==> config.mk <==
export PLATFORM = sky130hd
export DESIGN_NAME = icache_refill
export DESIGN_NICKNAME = d
export VERILOG_FILES = /design/src/verilog/icache_pkg.sv /design/src/verilog/icache_refill.sv
export VERILOG_INCLUDE_DIRS = /design/src /design/src/verilog
export SDC_FILE = /design/constraint.sdc
export NUM_CORES = 1
export LEC_CHECK = 0
export BUFFER_PORTS_ARGS = -buffer_cell sky130_fd_sc_hd__buf_2
export CAP_MARGIN = 40
export CORE_MARGIN = 5
export CORE_UTILIZATION = 44
export DETAILED_ROUTE_END_ITERATION = 12
export PLACE_DENSITY = 0.78
export SLEW_MARGIN = 20
export SYNTH_ARGS = -nofsm -noshare
export SYNTH_HDL_FRONTEND = slang
export SYNTH_SLANG_ARGS = --single-unit
export TNS_END_PERCENT = 1
==> constraint.sdc <==
create_clock -name clk_i -period 4.3 [get_ports clk_i]
set_input_delay 0.215 -clock clk_i [delete_from_list [all_inputs] [get_ports clk_i]]
set_output_delay 0.215 -clock clk_i [all_outputs]
set_load 0.01 [all_outputs]
==> src/verilog/icache_settings.svh <==
// -------------------------------------------------------------------
// icache geometry, include wherever a width or a count is needed
// -------------------------------------------------------------------
`ifndef ICACHE_SETTINGS_SVH
`define ICACHE_SETTINGS_SVH

// base sizes
`define ICACHE_ADDR_BITS   32            // byte address
`define ICACHE_WORD_BITS   32            // one cpu word
`define ICACHE_BLOCK_BYTES 16            // one cache line
`define ICACHE_WAYS        2             // associativity
`define ICACHE_SETS        16            // sets per way

// derived, keep in sync with the base sizes only through these
`define ICACHE_OFF_BITS    ($clog2(`ICACHE_BLOCK_BYTES))
`define ICACHE_IDX_BITS    ($clog2(`ICACHE_SETS))
`define ICACHE_TAG_BITS    (`ICACHE_ADDR_BITS - `ICACHE_OFF_BITS - `ICACHE_IDX_BITS)
`define ICACHE_BEATS       (`ICACHE_BLOCK_BYTES * 8 / `ICACHE_WORD_BITS)

`endif
==> src/verilog/icache_pkg.sv <==
// -------------------------------------------------------------------
// icache types: address fields, line payload, cpu and bus port structs
// -------------------------------------------------------------------
`include "icache_settings.svh"

package icache_pkg;

  typedef logic [`ICACHE_ADDR_BITS-1:0]      addr_t;
  typedef logic [`ICACHE_WORD_BITS-1:0]      word_t;
  typedef logic [`ICACHE_IDX_BITS-1:0]       idx_t;
  typedef logic [`ICACHE_TAG_BITS-1:0]       tag_t;
  typedef logic [$clog2(`ICACHE_BEATS)-1:0]  boff_t;   // word slot in a line
  typedef word_t [`ICACHE_BEATS-1:0]         block_t;  // whole line, slot 0 lowest
  typedef logic [`ICACHE_WAYS-1:0]           way_sel_t; // one-hot

  // address split, msb first
  typedef struct packed {
    tag_t  tag;
    idx_t  idx;
    boff_t word;
    logic [`ICACHE_OFF_BITS-$clog2(`ICACHE_BEATS)-1:0] byte_off;
  } addr_fields_t;

  // cpu response, valid with ack
  typedef struct packed {
    word_t data;
    logic  err;   // refill hit a bus error
  } cpu_rsp_t;

  // everything the bus drives back to us
  typedef struct packed {
    logic  stb_ack;  // burst accepted
    logic  ack;      // beat valid
    logic  err;      // beat failed, burst ends
    addr_t adro;     // word address of this beat
    word_t q;        // beat data
  } bus_rsp_t;

endpackage

==> src/verilog/icache_refill.sv <==
// -------------------------------------------------------------------
// line refill over the bus: one wrapping burst, beats land by address
// start_i once per miss, then wait for done_o or err_o
// -------------------------------------------------------------------
`timescale 1ns/1ps
`include "icache_settings.svh"

module icache_refill
  import icache_pkg::*;
(
  input  logic     clk_i,
  input  logic     rst_ni,
  input  logic     start_i,     // miss, fetch the line holding addr_i
  input  addr_t    addr_i,
  output logic     bus_stb_o,   // burst request
  output addr_t    bus_adr_o,   // critical word address
  input  bus_rsp_t bus_rsp_i,
  output logic     done_o,      // line complete
  output logic     err_o,       // burst failed, line unusable
  output block_t   line_o
);

  typedef enum logic [1:0] {IDLE, WAIT, BURST} state_e;

  state_e       state_q;
  addr_t        adr_q;       // held for the whole strobe phase
  boff_t        cnt_q;       // beats taken so far
  block_t       line_q;
  logic         done_q;
  logic         err_q;
  addr_fields_t start_f;
  addr_fields_t adro_f;
  logic         last_beat;

  // word aligned start address, bus wraps from there
  always_comb
  begin
    start_f          = addr_i;
    start_f.byte_off = '0;
  end

  assign adro_f    = bus_rsp_i.adro;
  assign last_beat = bus_rsp_i.ack & (cnt_q == boff_t'(`ICACHE_BEATS - 1));

  // -----------------------------------------------------------------
  // burst fsm
  // -----------------------------------------------------------------
  always_ff @(posedge clk_i or negedge rst_ni)
  begin
    if (!rst_ni)
    begin
      state_q <= IDLE;
      cnt_q   <= '0;
      done_q  <= 1'b0;
      err_q   <= 1'b0;
    end
    else
    begin
      done_q <= 1'b0;   // both are single-cycle
      err_q  <= 1'b0;
      case (state_q)
        IDLE:
          if (start_i)
          begin
            state_q <= WAIT;
            cnt_q   <= '0;
          end
        WAIT:
          if (bus_rsp_i.stb_ack)
            state_q <= BURST;
        BURST:
          if (bus_rsp_i.err)
          begin
            state_q <= IDLE;   // abort, whatever beats came are dropped
            err_q   <= 1'b1;
          end
          else if (bus_rsp_i.ack)
          begin
            cnt_q <= cnt_q + 1'b1;
            if (last_beat)
            begin
              state_q <= IDLE;
              done_q  <= 1'b1;
            end
          end
        default:
          state_q <= IDLE;
      endcase
    end
  end

  // address and line buffer, payload only
  always_ff @(posedge clk_i)
  begin
    if (state_q == IDLE && start_i)
      adr_q <= start_f;
    if (state_q == BURST && bus_rsp_i.ack && !bus_rsp_i.err)
      line_q[adro_f.word] <= bus_rsp_i.q;   // slot from beat address, not count
  end

  assign bus_stb_o = (state_q == WAIT);
  assign bus_adr_o = adr_q;
  assign done_o    = done_q;
  assign err_o     = err_q;
  assign line_o    = line_q;   // stable until the next start

endmodule

==> reports/qor.yml <==
status: "complete, no violations"
dr.pass1.iters: 6
leakage_nw: 3.01
worst_pin_slew_ps: 558
drtAntennaViolNets: 0
reg2reg_to: "line_o[61]"
synth_edf_count: 158
ys_seq_area_share_pct: 96.3
clock-root-buffer: "clkbuf_16"
crit_end: "line_o[61]"
max_cap_viol_count: 0
ys_seq_elements: 164
tritoncts: "built"
hold_viol_final: 0
cts.repair.resized: 0
synth_compound_area_share_pct: 0.443
gp_congestion: 0.805
setup.worst_path.start_class: "register"
cp_max_fo: 18
synthXorXnorAreaFrac_pct: 0
numPortBuffers: 230
cts_max_level: 4
clk_pin_slew_worst_paths_ps: 60
cts_hold_buf: 36
ys_types: 21
fin_nets: 586
std_cell_rows: 39
placed_area_um2: 6490
reg2reg_depth: 4
grt_overflow: 0
setup_violations: 0
die_h_um: 117
worstSetupPathType: "register to register"
grt_pass1_wl_um: 18500
r2r-start: "state_q[0]"
fin_crit_ps: 1860
setup_tns_ps: 0
initial_core_util_pct: 44.7
stdcell_area_um2: 7470
synth_top_family_by_area: "simple AND/OR/NAND/NOR gates"
drt-initial-drc-count: 163
grt_pass1_vias: 3186
worstPathRequired_ps: 4410
maxSlewHeadroom_pct: 62.7
synth_cells: 190
crit_start: "state_q[0]"
area_growth_pct: 47.0
cts_setup_buffers: 0
design.core.area_um2: 11400
ioPinCount: 265
die-area_um2: 13800
numCtsBuffers: 17
drc: 0
synthMuxAreaShare_pct: 0
clockBufferDepth: 2
synth-simple-area-share_pct: 2.49
finalPower_mw: 3.69
endpoint_kind: "register"
grt_antenna_before_repair: 0
grt_util_all_layers_pct: 17.9
reg2reg_slack_ps: 2440
ys.flop_type: "edfxtp_1"
irDropWorstVdd_v: 0.000311
yosys_warnings: 0
vias_per_cell: 4.67
rsz0062_at_grt: "no"
fin_crit_sh_pct: 43.2
fmax_ghz: 0.539
post-route-util_pct: 65.7
grt_max_degree: 33
synth.avg_cell_area_um2: 26.7
cp.arrival_ps: 1970
dp_hpwl_um: 8550
die_w_um: 117
drive_gt1_share_pct: 55.2
async_flop_share_pct: 3.66
synthesis.area_um2: 5080
p_per_area_nw_per_um2: 494
clock_latency_ps: 410
synthAdderAreaFrac_pct: 0.246
finClkSkew_ps: 5.68
routedWlPerCell_um: 19.4
wl_um: 12400
num_vias: 2981
fillers: 763
drv_slew: 0
cts_num_sinks: 164
hold_path.class: "input port to register"
n_antenna_cell: 0
==> logic make-up (layout without fill, tap and decap cells) <==
family | Yosys count | in the layout
DFF | 164 | 164
and+or+nand+nor | 17 | 17
buffers and inverters | 4 | 308
AOI/OAI and AO/OA | 3 | 3
adders and majority gates | 1 | 1
other | 1 | 2
==> flip-flops by register name, summed over array words and instances, names as in the netlist <==
name / count
line_o: 128
bus_adr_o: 30
cnt_q: 2
state_q: 2
done_o: 1
err_o: 1
==> cells in the final DEF (no fill, tap or decap), types with 2 or more instances in the layout <==
master	count
buf_16	2
clkinv_4	2
nand2_1	4
clkbuf_16	17
bufinv_16	3
clkbuf_1	2
edfxtp_1	158
dlygate4sd3_1	38
buf_2	230
nand3_2	2
dfrtp_1	6
conb_1	2
clkinv_2	4
clkinv_1	3
buf_4	4
==> worst max-delay path, cell delays in order, from the launching register on <==
cell and delay, ps:
dfrtp_1 440, and4bb_1 330, nand2_1 100, nor2_4 450
buf_16 230
==> area by class of cell <==
type / count / area [um^2] / area share [%]
flip-flops and latches: 164 / 4890 / 65.5
multi-input cells: 23 / 188 / 2.51
repair buffers: 275 / 1630 / 21.8
clock buffers: 19 / 433 / 5.79
inverters: 2 / 7.51 / 0.100
well taps: 143 / 179 / 2.39
clock inverters: 12 / 139 / 1.86
==> where the power goes <==
part           leakage [nW]  switching [mW]  internal [mW]
clock network         0.283           0.557          0.900
logic                  1.21           0.185          0.136
registers              1.51          0.0412           1.87
==> worst min-delay path by stage <==
stage / slack [ps] / depth (start not counted) / end / from
2_1_floorplan: -80 / 0 / cnt_q[0] / rst_ni
6_report: 20 / 1 / line_o[72] / bus_rsp_i[8]
5_1_grt: 3 / 1 / line_o[16] / bus_rsp_i[16]
3_5_place_dp: 50 / 1 / err_o / rst_ni
3_3_place_gp: 40 / 1 / err_o / rst_ni
4_1_cts: 0.8 / 1 / line_o[7] / bus_rsp_i[7]
==> Yosys cell counts, types with 2 or more instances <==
| cell | n | area (um^2) |
|---|---|---|
| and3_1 | 2 | 12.5 |
| buf_4 | 2 | 15.0 |
| dfrtp_1 | 6 | 150 |
| edfxtp_1 | 158 | 4740 |
| nand2_1 | 4 | 15.0 |
| nand3_2 | 2 | 20.0 |
| nor3b_1 | 2 | 15.0 |
==> stage by stage <==
stage	hold slack [ps]	setup WS (ps)	instances
3_5_place_dp	46.1	2380	568
5_1_grt	2.83	2320	638
4_1_cts	0.767	2360	635
3_3_place_gp	42.5	2280	566
2_1_floorplan	-80.6	695	191
6_report	23.2	2440	638
==> routing by layer <==
| layer | GRT usage (%) | up-vias | share of wire (%) |
|---|---|---|---|
| li1 | - | 1347 | - |
| met1 | 20.1 | 1456 | 37 |
| met2 | 29.7 | 150 | 52 |
| met3 | 7.54 | 28 | 8.0 |
| met4 | 8.39 | 0 | 2.4 |
| met5 | 0 | - | 0 |
Note: power is estimated with default switching activity, not from simulation.
